**src/verilog/alu_cfg.svh**
```systemverilog
`ifndef ALU_CFG_SVH
`define ALU_CFG_SVH

// width of one data word as seen by the execute unit
`define ALU_XLEN 32

// the tag travels with each operation so that the consumer can match
// results against the order in which it issued them
`define ALU_TAG_W 4

// opcode field width, room for sixteen codes of which seven are legal
`define ALU_OP_W 4

// the shifter count needs one bit more than log2 of the word width,
// since a left shift by zero turns into a right shift by a full word
`define ALU_SHIFT_W 6

// the adder runs one bit wider than the word so that its top bit can
// serve as the borrow of a subtraction
`define ALU_ADDER_W 33

`endif

```
**src/verilog/alu_pkg.sv**
```systemverilog
`include "alu_cfg.svh"

package alu_pkg;

  // plain data word
  typedef logic [`ALU_XLEN-1:0] word;

  // adder operand, one bit wider than a word so the carry out can be kept
  typedef logic [`ALU_ADDER_W-1:0] adder_in;

  // right shift amount in the range 0 to 32
  typedef logic [`ALU_SHIFT_W-1:0] shift_cnt;

  // opcodes accepted by the unit, every code from 7 upward is illegal
  typedef enum logic [`ALU_OP_W-1:0] {
    ALU_ADD  = 4'd0,
    ALU_SUB  = 4'd1,
    ALU_SLL  = 4'd2,
    ALU_SRL  = 4'd3,
    ALU_SRA  = 4'd4,
    ALU_SLT  = 4'd5,
    ALU_SLTU = 4'd6
  } alu_op_e;

  // picks which datapath drives the result word
  typedef enum logic {
    ALU_OUT_ADDER = 1'b0,
    ALU_OUT_SHIFT = 1'b1
  } alu_out_sel_e;

  // one operation as presented on the input handshake
  typedef struct packed {
    alu_op_e                op;
    word                    src1;
    word                    src2;
    logic [`ALU_TAG_W-1:0]  tag;
  } alu_req_t;

  // control bits that ride along with the operands from setup to shift/add
  typedef struct packed {
    alu_out_sel_e           out_select;
    logic                   compare;
    logic                   illegal;
    logic [`ALU_TAG_W-1:0]  tag;
  } alu_data_t;

  // one finished result as offered on the output handshake
  typedef struct packed {
    logic [`ALU_TAG_W-1:0]  tag;
    word                    result;
    logic                   trap;
  } alu_resp_t;

  // states of the output side sender
  typedef enum logic [1:0] {
    IDLE     = 2'd0,
    REQ      = 2'd1,
    WAIT_LOW = 2'd2
  } commit_state_e;

endpackage

```
**src/verilog/alu_commit.sv**
```systemverilog
`timescale 1ns/100ps

`include "alu_cfg.svh"

module alu_commit
  import alu_pkg::*;
(
  input  logic      clk_core,
  input  logic      reset,

  // result from the shift/add stage
  input  logic      sa_valid,
  input  alu_resp_t sa_resp,

  // holds the whole pipeline while the slot is full
  output logic      stall,

  // four-phase output handshake
  output logic      out_req,
  input  logic      out_ack,
  output alu_resp_t out_resp
);

  commit_state_e state;
  logic          load;

  // the slot is busy from capture until the sender sees out_ack return low
  assign stall = (state != IDLE);

  // a result can only be loaded while nothing is held, which is the same
  // as stall being low
  assign load = sa_valid && !stall;

  always_ff @(posedge clk_core) begin
    if (reset) begin
      state   <= IDLE;
      out_req <= 1'b0;
    end else begin
      case (state)
        IDLE: begin
          if (load) state <= REQ;
        end
        REQ: begin
          // out_req goes up one cycle after capture, with out_resp
          // already stable behind it
          if (!out_req) begin
            out_req <= 1'b1;
          end else if (out_ack) begin
            out_req <= 1'b0;
            state   <= WAIT_LOW;
          end
        end
        WAIT_LOW: begin
          // the slot is freed only after the receiver completes
          // the return to zero
          if (!out_ack) state <= IDLE;
        end
        default: begin
          state   <= IDLE;
          out_req <= 1'b0;
        end
      endcase
    end
  end

  // result slot, held unchanged for as long as the handshake runs
  always_ff @(posedge clk_core) begin
    if (load) out_resp <= sa_resp;
  end

endmodule

```
**src/verilog/alu_issue.sv**
```systemverilog
`timescale 1ns/100ps

`include "alu_cfg.svh"

module alu_issue
  import alu_pkg::*;
(
  input  logic     clk_core,
  input  logic     reset,

  // four-phase input handshake
  input  logic     in_req,
  input  alu_req_t in_op,
  output logic     in_ack,

  // back-pressure from the output side
  input  logic     stall,

  // holding slot offered to the setup stage
  output logic     iss_valid,
  output alu_req_t iss_req
);

  logic     slot_valid;
  alu_req_t slot_op;
  logic     take;
  logic     pass_on;

  // a new request is taken only while in_ack is low, so one request that
  // is still held high by the sender is never captured a second time
  assign take = in_req && !in_ack && !slot_valid;

  // the slot empties on any edge where setup is free to load it
  assign pass_on = slot_valid && !stall;

  always_ff @(posedge clk_core) begin
    if (reset) begin
      slot_valid <= 1'b0;
      in_ack     <= 1'b0;
    end else begin
      if (take) begin
        slot_valid <= 1'b1;
        in_ack     <= 1'b1;
      end else begin
        // return to zero once the sender has dropped its request
        if (in_ack && !in_req) in_ack <= 1'b0;
        if (pass_on) slot_valid <= 1'b0;
      end
    end
  end

  // the operation itself only needs to be written when it is taken
  always_ff @(posedge clk_core) begin
    if (take) slot_op <= in_op;
  end

  assign iss_valid = slot_valid;
  assign iss_req   = slot_op;

endmodule

```
**src/verilog/alu_setup.sv**
```systemverilog
`timescale 1ns/100ps

`include "alu_cfg.svh"

module alu_setup
  import alu_pkg::*;
(
  input  logic      clk_core,
  input  logic      reset,
  input  logic      stall,

  // operation from the issue slot
  input  logic      iss_valid,
  input  alu_req_t  iss_req,

  // registered operands and control for the shift/add stage
  output logic      setup_valid,
  output alu_data_t setup_data,
  output word       shift_lo,
  output word       shift_hi,
  output shift_cnt  shift_count,
  output adder_in   adder_a,
  output adder_in   adder_b
);

  alu_data_t data_d;
  word       lo_d;
  word       hi_d;
  shift_cnt  count_d;
  adder_in   a_d;
  adder_in   b_d;
  word       op_a;
  word       op_b;
  logic      negate;

  always_comb begin
    // by default the adder sees plain src1 + src2 and the shifter a right
    // logical shift, each opcode then only overrides what differs
    data_d.out_select = ALU_OUT_ADDER;
    data_d.compare    = 1'b0;
    data_d.illegal    = 1'b0;
    data_d.tag        = iss_req.tag;
    op_a              = iss_req.src1;
    op_b              = iss_req.src2;
    negate            = 1'b0;
    lo_d              = iss_req.src1;
    hi_d              = '0;
    count_d           = {1'b0, iss_req.src2[4:0]};

    case (iss_req.op)
      ALU_ADD: begin
      end
      ALU_SUB: negate = 1'b1;
      ALU_SRL: data_d.out_select = ALU_OUT_SHIFT;
      ALU_SRA: begin
        data_d.out_select = ALU_OUT_SHIFT;
        // upper half filled with copies of the sign bit
        hi_d = {`ALU_XLEN{iss_req.src1[`ALU_XLEN-1]}};
      end
      ALU_SLL: begin
        // a left shift by n is the low word of {src1, 0} shifted right
        // by 32 - n, which also covers n = 0 with a full word shift
        data_d.out_select = ALU_OUT_SHIFT;
        hi_d    = iss_req.src1;
        lo_d    = '0;
        count_d = 6'd32 - {1'b0, iss_req.src2[4:0]};
      end
      ALU_SLTU: begin
        negate         = 1'b1;
        data_d.compare = 1'b1;
      end
      ALU_SLT: begin
        // flipping both sign bits maps signed order onto unsigned order
        negate         = 1'b1;
        data_d.compare = 1'b1;
        op_a = iss_req.src1 ^ {1'b1, {(`ALU_XLEN-1){1'b0}}};
        op_b = iss_req.src2 ^ {1'b1, {(`ALU_XLEN-1){1'b0}}};
      end
      default: begin
        data_d.illegal = 1'b1;
        op_a           = '0;
        op_b           = '0;
      end
    endcase

    // operands are zero extended to 33 bits and src2 is negated at that
    // width, so bit 32 of the sum is set exactly when src1 < src2
    a_d = {1'b0, op_a};
    b_d = negate ? (~{1'b0, op_b} + 33'd1) : {1'b0, op_b};
  end

  always_ff @(posedge clk_core) begin
    if (reset) begin
      setup_valid <= 1'b0;
    end else if (!stall) begin
      setup_valid <= iss_valid;
    end
  end

  // operand registers advance together with the valid bit
  always_ff @(posedge clk_core) begin
    if (!stall) begin
      setup_data  <= data_d;
      shift_lo    <= lo_d;
      shift_hi    <= hi_d;
      shift_count <= count_d;
      adder_a     <= a_d;
      adder_b     <= b_d;
    end
  end

endmodule

```
**src/verilog/alu_shift_add.sv**
```systemverilog
`timescale 1ns/100ps

`include "alu_cfg.svh"

module alu_shift_add
  import alu_pkg::*;
(
  input  logic      clk_core,
  input  logic      reset,
  input  logic      stall,

  // operands prepared by the setup stage
  input  logic      setup_valid,
  input  alu_data_t setup_data,
  input  word       shift_lo,
  input  word       shift_hi,
  input  shift_cnt  shift_count,
  input  adder_in   adder_a,
  input  adder_in   adder_b,

  // registered result for the output side
  output logic      sa_valid,
  output alu_resp_t sa_resp
);

  word  shift_q;
  word  adder_sum;
  word  adder_q;
  word  alu_q;
  logic adder_carry;

  // every shift is a right shift of the 64-bit pair {hi, lo}, and only the
  // low word of that is ever wanted
  assign shift_q = word'({shift_hi, shift_lo} >> shift_count);

  always_comb begin
    // the one 33-bit adder serves add, sub and both compares
    {adder_carry, adder_sum} = adder_a + adder_b;

    // for compares the setup stage already negated src2, so bit 32 of the
    // sum is the less-than flag and becomes the whole result
    if (setup_data.compare) begin
      adder_q = {{(`ALU_XLEN-1){1'b0}}, adder_carry};
    end else begin
      adder_q = adder_sum;
    end

    case (setup_data.out_select)
      ALU_OUT_SHIFT: alu_q = shift_q;
      default:       alu_q = adder_q;
    endcase
  end

  always_ff @(posedge clk_core) begin
    if (reset) begin
      sa_valid <= 1'b0;
    end else if (!stall) begin
      sa_valid <= setup_valid;
    end
  end

  // an illegal op reaches here with zero adder operands, so its result
  // word is already zero and only the trap bit has to be carried
  always_ff @(posedge clk_core) begin
    if (!stall) begin
      sa_resp.tag    <= setup_data.tag;
      sa_resp.result <= alu_q;
      sa_resp.trap   <= setup_data.illegal;
    end
  end

endmodule

```
**src/verilog/alu_top.sv**
```systemverilog
`timescale 1ns/100ps

`include "alu_cfg.svh"

module alu_top
  import alu_pkg::*;
(
  input  logic      clk_core,
  input  logic      reset,

  // operation input, four-phase req/ack
  input  logic      in_req,
  input  alu_req_t  in_op,
  output logic      in_ack,

  // result output, four-phase req/ack
  output logic      out_req,
  input  logic      out_ack,
  output alu_resp_t out_resp
);

  // back-pressure from the commit slot to every earlier stage
  logic      stall;

  // issue slot to setup
  logic      iss_valid;
  alu_req_t  iss_req;

  // setup to shift/add
  logic      setup_valid;
  alu_data_t setup_data;
  word       shift_lo;
  word       shift_hi;
  shift_cnt  shift_count;
  adder_in   adder_a;
  adder_in   adder_b;

  // shift/add to commit
  logic      sa_valid;
  alu_resp_t sa_resp;

  alu_issue u_issue (
    .clk_core (clk_core),
    .reset    (reset),
    .in_req   (in_req),
    .in_op    (in_op),
    .in_ack   (in_ack),
    .stall    (stall),
    .iss_valid(iss_valid),
    .iss_req  (iss_req)
  );

  alu_setup u_setup (
    .clk_core   (clk_core),
    .reset      (reset),
    .stall      (stall),
    .iss_valid  (iss_valid),
    .iss_req    (iss_req),
    .setup_valid(setup_valid),
    .setup_data (setup_data),
    .shift_lo   (shift_lo),
    .shift_hi   (shift_hi),
    .shift_count(shift_count),
    .adder_a    (adder_a),
    .adder_b    (adder_b)
  );

  alu_shift_add u_shift_add (
    .clk_core   (clk_core),
    .reset      (reset),
    .stall      (stall),
    .setup_valid(setup_valid),
    .setup_data (setup_data),
    .shift_lo   (shift_lo),
    .shift_hi   (shift_hi),
    .shift_count(shift_count),
    .adder_a    (adder_a),
    .adder_b    (adder_b),
    .sa_valid   (sa_valid),
    .sa_resp    (sa_resp)
  );

  alu_commit u_commit (
    .clk_core(clk_core),
    .reset   (reset),
    .sa_valid(sa_valid),
    .sa_resp (sa_resp),
    .stall   (stall),
    .out_req (out_req),
    .out_ack (out_ack),
    .out_resp(out_resp)
  );

endmodule
```
**config.mk**
```make
export PLATFORM = sky130hd
export DESIGN_NAME = alu_top
export DESIGN_NICKNAME = d
export VERILOG_FILES = /design/src/verilog/alu_pkg.sv /design/src/verilog/alu_commit.sv /design/src/verilog/alu_issue.sv /design/src/verilog/alu_setup.sv /design/src/verilog/alu_shift_add.sv /design/src/verilog/alu_top.sv
export VERILOG_INCLUDE_DIRS = /design/src /design/src/verilog
export SDC_FILE = /design/constraint.sdc
export NUM_CORES = 1
export LEC_CHECK = 0
export BUFFER_PORTS_ARGS = -buffer_cell sky130_fd_sc_hd__buf_2
export CAP_MARGIN = 20
export CORE_ASPECT_RATIO = 0.8
export CORE_MARGIN = 4
export CORE_UTILIZATION = 60
export DETAILED_ROUTE_END_ITERATION = 8
export PLACE_DENSITY = 0.86
export SETUP_SLACK_MARGIN = 0.4
export SYNTH_ARGS = -nofsm -noshare
export SYNTH_HDL_FRONTEND = slang
export SYNTH_SLANG_ARGS = --single-unit
```
**constraint.sdc**
```tcl
create_clock -name clk_core -period 11.3 [get_ports clk_core]
set_input_delay 0.565 -clock clk_core [delete_from_list [all_inputs] [get_ports clk_core]]
set_output_delay 0.565 -clock clk_core [all_outputs]
set_load 0.03 [all_outputs]
```
==> results of run 1 <==
[cells by family (layout without fill, tap and decap cells)]
family	Yosys count	in the layout	synth area share, %
adder cells (fa/ha/maj)	35	35	2.76
flip-flops	295	295	54.4
AO/OA/AOI/OAI	290	290	11.5
XOR/XNOR	56	56	3.04
multiplexers	143	143	14.2
AND/OR/NAND/NOR	385	385	11.2
buffers and inverters	103	209	2.85
[final timing paths]
check / from / endpoint / depth (start not counted)
hold reg to reg: u_shift_add.sa_resp[5]$_DFFE_PP_ / u_commit.out_resp[5]$_DFFE_PP_ / 0
setup / recovery: u_commit.state[1]$_SDFFE_PP0P_ / u_shift_add.sa_resp[4]$_DFFE_PP_ / 3
setup reg to reg: u_commit.state[1]$_SDFFE_PP0P_ / u_shift_add.sa_resp[4]$_DFFE_PP_ / 3
hold / removal: in_op[51] / u_issue.iss_req[51]$_DFFE_PP_ / 1
[power groups by stage]
stage | Combinational (mW) | Clock (mW) | Sequential [mW]
finish | 0.673 | 1.05 | 1.45
global route | 0.718 | 1.10 | 1.46
CTS | 0.649 | 1.05 | 1.45
detailed placement | 0.641 | 0 | 1.47
global placement | 0.628 | 0 | 1.46
floorplan | 0.468 | 0 | 1.44
[cells in the final DEF (no fill, tap or decap), types with 21 or more instances in the layout]
cell type,n
sky130_fd_sc_hd__xnor2_1,27
sky130_fd_sc_hd__nor2_1,77
sky130_fd_sc_hd__a21oi_1,88
sky130_fd_sc_hd__buf_2,114
sky130_fd_sc_hd__and2_1,70
sky130_fd_sc_hd__mux2_2,21
sky130_fd_sc_hd__mux2i_1,56
sky130_fd_sc_hd__ha_1,34
sky130_fd_sc_hd__edfxtp_1,288
sky130_fd_sc_hd__nand2_1,165
sky130_fd_sc_hd__clkbuf_16,30
sky130_fd_sc_hd__mux4_2,64
sky130_fd_sc_hd__o21ai_0,58
sky130_fd_sc_hd__xor2_1,29
[layout make-up]
class                           count  area [um^2]
Sequential cell                   295         8790
Fill cell                        1833         8350
Multi-Input combinational cell    909         6920
Clock buffer                       35          769
Timing Repair Buffer              131          738
Tap cell                          357          447
Clock inverter                     21          290
Inverter                           22         82.6
[metrics by stage]
stage               util, %  area [um^2]  cells  setup slack (ps)
finish                 68.4        18000   1770              7860
global route           68.4        18000   1770              7650
CTS                    68.1        18000   1768              7900
detailed placement     64.1        16900   1712              7980
floorplan                 -        16100   1307              1390
global placement       64.1        16900   1711              8020
[cell usage after synthesis, drive strengths merged, types with 9 or more instances]
| cell type | n | area (um^2) |
|---|---|---|
| a211oi | 17 | 128 |
| a21o | 20 | 150 |
| a21oi | 88 | 440 |
| a31oi | 11 | 96.3 |
| and2 | 71 | 444 |
| buf | 33 | 198 |
| clkbuf | 48 | 180 |
| edfxtp | 288 | 8650 |
| ha | 34 | 425 |
| inv | 20 | 75.1 |
| mux2 | 21 | 236 |
| mux2i | 56 | 561 |
| mux4 | 66 | 1490 |
| nand2 | 165 | 619 |
| nor2 | 78 | 293 |
| nor3 | 11 | 55.1 |
| o21ai | 64 | 320 |
| o22ai | 20 | 125 |
| o31ai | 12 | 95.1 |
| or3 | 9 | 56.3 |
| xnor2 | 27 | 236 |
| xor2 | 29 | 254 |
[flip-flops by register name, summed over array words and instances, names as in the netlist]
register              cells
u_commit.out_req          1
u_commit.out_resp        37
u_commit.state            2
u_issue.in_ack            1
u_issue.iss_req          72
u_issue.iss_valid         1
u_setup.adder_a          32
u_setup.adder_b          33
u_setup.setup_data        7
u_setup.setup_valid       1
u_setup.shift_count       6
u_setup.shift_hi         32
u_setup.shift_lo         32
u_shift_add.sa_resp      37
u_shift_add.sa_valid      1
[worst max-delay path, stage by stage, from the launching register on]
cell                      delay, ps
sky130_fd_sc_hd__dfxtp_1        380
sky130_fd_sc_hd__nor2_4         760
sky130_fd_sc_hd__buf_4          830
sky130_fd_sc_hd__buf_4          900
[per-layer routing]
layer / global-route usage [%] / vias up / routed length (um) / share of wire, %
met4: 10.5 / 0 / 2040 / 4.9
met1: 42.7 / 5591 / 16900 / 40
met2: 40.7 / 822 / 18200 / 43
met5: 0 / - / 0 / 0
met3: 5.21 / 123 / 4950 / 12
li1: - / 5119 / - / -
==> implementation parameters, run 1 <==
Parameter                              Value

Route
  Vias ... 11700
  Number of remaining DRC errors ... 0
  Residual antenna-violating net count after detailed routing ... 0
  Drt wl/cell ... 23.8 um
  First-pass detailed-route iteration total ... 5
  Drt via density ... 6.58
  Number of DRC violations after detailed-routing iteration 0 ... 1781
  Routed wire length ... 42100 um

Timing
  Min Clock Period, post-route ... 3440 ps
  Final critical-path share of the clock period ... 30.4%
  Max-slew headroom at the worst pin ... 31.2%
  Final setup violation count ... 0
  Final hold slack ... 156 ps
  Final Slew Violations ... 0
  Worst clock skew ... 49.1 ps
  Final hold violation count ... 0
  Achievable Freq ... 0.291 GHz
  RSZ-0062 raised after global routing ... no
  Setup TNS after final layout ... 0 ps
  Worst Tran Pin Value ... 1030 ps

Synth
  Average instance area after synthesis ... 12.4 um^2
  Number of warnings printed during yosys synthesis ... 0
  Number of synthesized register bits ... 295
  Primary FF master, synth ... sky130_fd_sc_hd__edfxtp_1
  Nets in the synthesized netlist ... 1418
  Post-synth cell types ... 68
  Post-Syn Area ... 16100 um^2
  Number of enable-type register cells in the synthesized netlist ... 288
  Instance count of the mapped netlist ... 1307
  Sequential fraction of the synthesis area ... 54.4%
  Fraction of registers with async set/reset ... 0%

Power and ir drop
  IR Drop Worst-Case VDD ... 0.000139 V
  Sw Pwr ... 910 uW
  Part of the total power dissipated in combinational logic ... 21.2%
  Pleak ... 7.13 nW
  Power density normalized to cell area ... 176 nW/um^2
  Internal Power ... 2.26 mW
  Final Total Pwr ... 3.17 mW
  Net switching share of the total power ... 28.7%
  Power share of the clock group ... 33.0%
  Proportion of power drawn by flip-flops and latches ... 45.8%

Clock tree
  Count of hold-fix buffers inserted at cts ... 0
  Number of gates resized after cts ... 0
  CTS HTree Levels ... 1
  Clock buffer count from CTS ... 30
  Clock insertion delay at the later pin of the skew report ... 580 ps
  Clock sinks ... 295
  Clock Pin Slew Worst Setup and Hold Paths ... 60 ps
  Max Root-Sink Buffers ... 3
  Root buf cell ... sky130_fd_sc_hd__clkbuf_16
  Clock tree from TritonCTS ... built
  Post-CTS setup buffers ... 0

Placed design
  Dpl hpwl ... 29700 um
  Port buffer count ... 114
  GP Congestion ... 0.986

Worst setup path
  Data arrival time of the critical path ... 3590 ps
  Kind of critical path ... flop to flop
  Critical Path Sink Type ... flop
  Crit start category ... flop
  CP required ... 11450 ps
  Crit Path Max Fanout ... 81
  Register-to-Register Setup Slack ... 7860 ps

Run status
  Run status ... complete, no violations

Global route
  Residual overflow from global routing ... 0
  Maximum number of pins on one net before global-route repair ... 83
  Global-route wire length before repair ... 63900 um
  Via count of the first global-routing pass ... 10900
  Initial antenna violation count ... 0
  GRT Overall Usage ... 28.1%

Floorplan
  Number of core rows ... 53
  Floorplan die area ... 29600 um^2
  Die width ... 191 um
  Starting density of the core ... 61.2%
  I/O pin count ... 115
  Floorplan core area ... 26400 um^2
  Vertical die dimension ... 155 um

Final layout
  Area grow syn2layout ... 11.7%
  Total number of nets in the final design ... 1500
  Number of antenna repair diodes ... 0
  Share of post-route cells with drive strength above 1 ... 19.8%

Run
  Count of max-cap constraint violations ... 0

Hold path
  Kind of path behind the tightest hold check ... input port to flop
No activity file was read; power rests on OpenSTA's default activity.
==> inputs of run 2 (changes only) <==
==> constraint.sdc (replaced) <==
create_clock -name clk_core -period 3.5 [get_ports clk_core]
set_input_delay 0.175 -clock clk_core [delete_from_list [all_inputs] [get_ports clk_core]]
set_output_delay 0.175 -clock clk_core [all_outputs]
set_load 0.03 [all_outputs]
==> implementation parameters, run 2 (synthesis gave the netlist of run 1 again) <==
Parameter                              Value

Run status
  Run status ... complete, no violations

Timing
  Setup TNS after final layout ... 0 ps
  Worst clock skew ... 30.0 ps
  Max-slew headroom at the worst pin ... 15.3%
  Worst path setup slack after routing ... 508 ps
  Final hold violation count ... 0
  RSZ-0062 raised after global routing ... no
  Achievable Freq ... 0.334 GHz
  Min Clock Period, post-route ... 2990 ps
  Worst Tran Pin Value ... 1250 ps
  Final critical-path share of the clock period ... 85.5%
  Final setup violation count ... 0
  Final Slew Violations ... 0

Floorplan
  Floorplan core area ... 26400 um^2
  Number of core rows ... 53
  Starting density of the core ... 61.2%
  Floorplan die area ... 29600 um^2
  I/O pin count ... 115
  Die width ... 191 um
  Vertical die dimension ... 155 um

Final layout
  Share of post-route cells with drive strength above 1 ... 20.1%
  Fillers ... 1751
  Total number of nets in the final design ... 1596
  Most common cell after layout, fill and taps aside ... sky130_fd_sc_hd__edfxtp_1
  Area grow syn2layout ... 16.9%
  Number of antenna repair diodes ... 0
  Max reg flops ... 72
  Commonest cells after routing, fill and taps aside ... 288 x sky130_fd_sc_hd__edfxtp_1, 165 x sky130_fd_sc_hd__nand2_1, 114 x sky130_fd_sc_hd__buf_2

Worst setup path
  Crit start category ... flop
  Cell chain of the critical path ... ha_1, fa_1, a211oi_2, o21bai_1, a211o_1, a31o_2, a21oi_1, xor2_1, o31ai_1
  Critical path startpoint ... u_setup.adder_a[0]$_DFFE_PP_
  Critical-path top delay cell ... sky130_fd_sc_hd__fa_1
  End point of the critical path ... u_shift_add.sa_resp[17]$_DFFE_PP_
  CP required ... 3810 ps
  Kind of critical path ... flop to flop
  Reg-to-reg critical path startpoint ... u_setup.adder_a[0]$_DFFE_PP_
  Crit Path Max Fanout ... 4
  Largest incremental delay on the critical path ... 430 ps
  Depth of the worst register-to-register path ... 9
  Data arrival time of the critical path ... 3300 ps
  Worst r2r dst ... u_shift_add.sa_resp[17]$_DFFE_PP_
  Critical Path Sink Type ... flop
  Register-to-Register Setup Slack ... 510 ps

Clock tree
  Clock tree from TritonCTS ... built
  Max Root-Sink Buffers ... 3
  Clock sinks ... 295
  CTS HTree Levels ... 1
  Clock Pin Slew Worst Setup and Hold Paths ... 70 ps
  Clock insertion delay at the later pin of the skew report ... 580 ps
  Root buf cell ... sky130_fd_sc_hd__clkbuf_16
  Clock buffer count from CTS ... 29

Route
  Residual antenna-violating net count after detailed routing ... 0
  Routed wire length ... 44000 um
  Vias ... 12000
  Number of remaining DRC errors ... 0
  Drt via density ... 6.44
  First-pass detailed-route iteration total ... 5
  Drt wl/cell ... 23.6 um
  Number of DRC violations after detailed-routing iteration 0 ... 1778

Power and ir drop
  Pleak ... 7.49 nW
  Final Total Pwr ... 10.0 mW
  Power density normalized to cell area ... 530 nW/um^2
  IR Drop Worst-Case VDD ... 0.000470 V

Global route
  Global-route wire length before repair ... 67100 um
  GRT Overall Usage ... 29.4%
  Maximum number of pins on one net before global-route repair ... 183
  Initial antenna violation count ... 0
  Via count of the first global-routing pass ... 11400
  Residual overflow from global routing ... 0

Hold path
  Kind of path behind the tightest hold check ... input port to flop

Placed design
  GP Congestion ... 1.04
  Worst setup slack before clock tree synthesis ... 323 ps
  Port buffer count ... 114
  Dpl hpwl ... 29900 um

Run
  Count of max-cap constraint violations ... 0
-- run 2: changes by cell type in the layout (fill, tap and decap cells not counted), moves of 2 or more --
cell / delta
sky130_fd_sc_hd__clkinv_1: -4
sky130_fd_sc_hd__bufinv_16: -4
sky130_fd_sc_hd__dlygate4sd3_1: +76
sky130_fd_sc_hd__o21ai_0: -2
sky130_fd_sc_hd__buf_4: +18
sky130_fd_sc_hd__o21ai_1: +2
sky130_fd_sc_hd__a21oi_1: -2
sky130_fd_sc_hd__buf_12: +4
-- run 2: final cells by class --
| type | count | area (um^2) | share of cell area, % |
|---|---|---|---|
| multi-input cells | 909 | 6960 | 36.9 |
| well taps | 357 | 447 | 2.37 |
| inverters | 22 | 82.6 | 0.438 |
| repair buffers | 228 | 1690 | 8.94 |
| flip-flops and latches | 295 | 8790 | 46.6 |
| clock buffers | 35 | 748 | 3.97 |
| clock inverters | 15 | 155 | 0.822 |
-- run 2: worst min path at each step --
stage          startpoint                          endpoint  slack (ps)  depth (start not counted)
3_3_place_gp    in_op[70]     u_issue.iss_req[70]$_DFFE_PP_         350                          1
4_1_cts          in_op[2]      u_issue.iss_req[2]$_DFFE_PP_         290                          2
3_5_place_dp    in_op[13]     u_issue.iss_req[13]$_DFFE_PP_         350                          1
2_1_floorplan       reset  u_setup.setup_valid$_SDFFE_PP0P_         240                          1
5_1_grt          in_op[1]      u_issue.iss_req[1]$_DFFE_PP_         310                          2
6_report         in_op[1]      u_issue.iss_req[1]$_DFFE_PP_         310                          2
-- run 2: worst max-delay path, delay by kind of cell, from the launching register on --
family | cells | cell delay (ps)
AO/OA/AOI/OAI | 6 | 1360
XOR/XNOR | 1 | 320
adder cells (fa/ha/maj) | 2 | 670
flip-flops | 1 | 390
-- run 2: power breakdown --
part / total, mW / switching, mW / internal [mW]
clock: 3.02 / 1.34 / 1.68
sequential: 4.70 / 0.294 / 4.40
combinational: 2.28 / 1.32 / 0.961
-- run 2: metal layers --
| metal | GRT usage [%] | wire [um] | up-vias |
|---|---|---|---|
| li1 | - | - | 5310 |
| met1 | 42.6 | 17400 | 5722 |
| met2 | 44.0 | 19400 | 830 |
| met3 | 7.72 | 5420 | 126 |
| met4 | 9.40 | 1780 | 0 |
| met5 | 0 | 0 | - |
-- run 2: through the flow --
stage,instances,utilization [%],cell area (um^2),hold WS (ps)
6_report,1861,71.5,18900,307
3_3_place_gp,1732,64.9,17100,351
2_1_floorplan,1307,-,16200,244
5_1_grt,1861,71.5,18900,308
4_1_cts,1858,71.2,18800,294
3_5_place_dp,1732,64.9,17100,353
-- run 2: timing repair --
item                                    CTS  global route
hold buffers                             76             0
endpoints found under the setup margin    2            17
endpoints found under the hold margin    79             0
buffers inserted                          0             2
resized for setup                         1             7
pin swaps                                 0             2
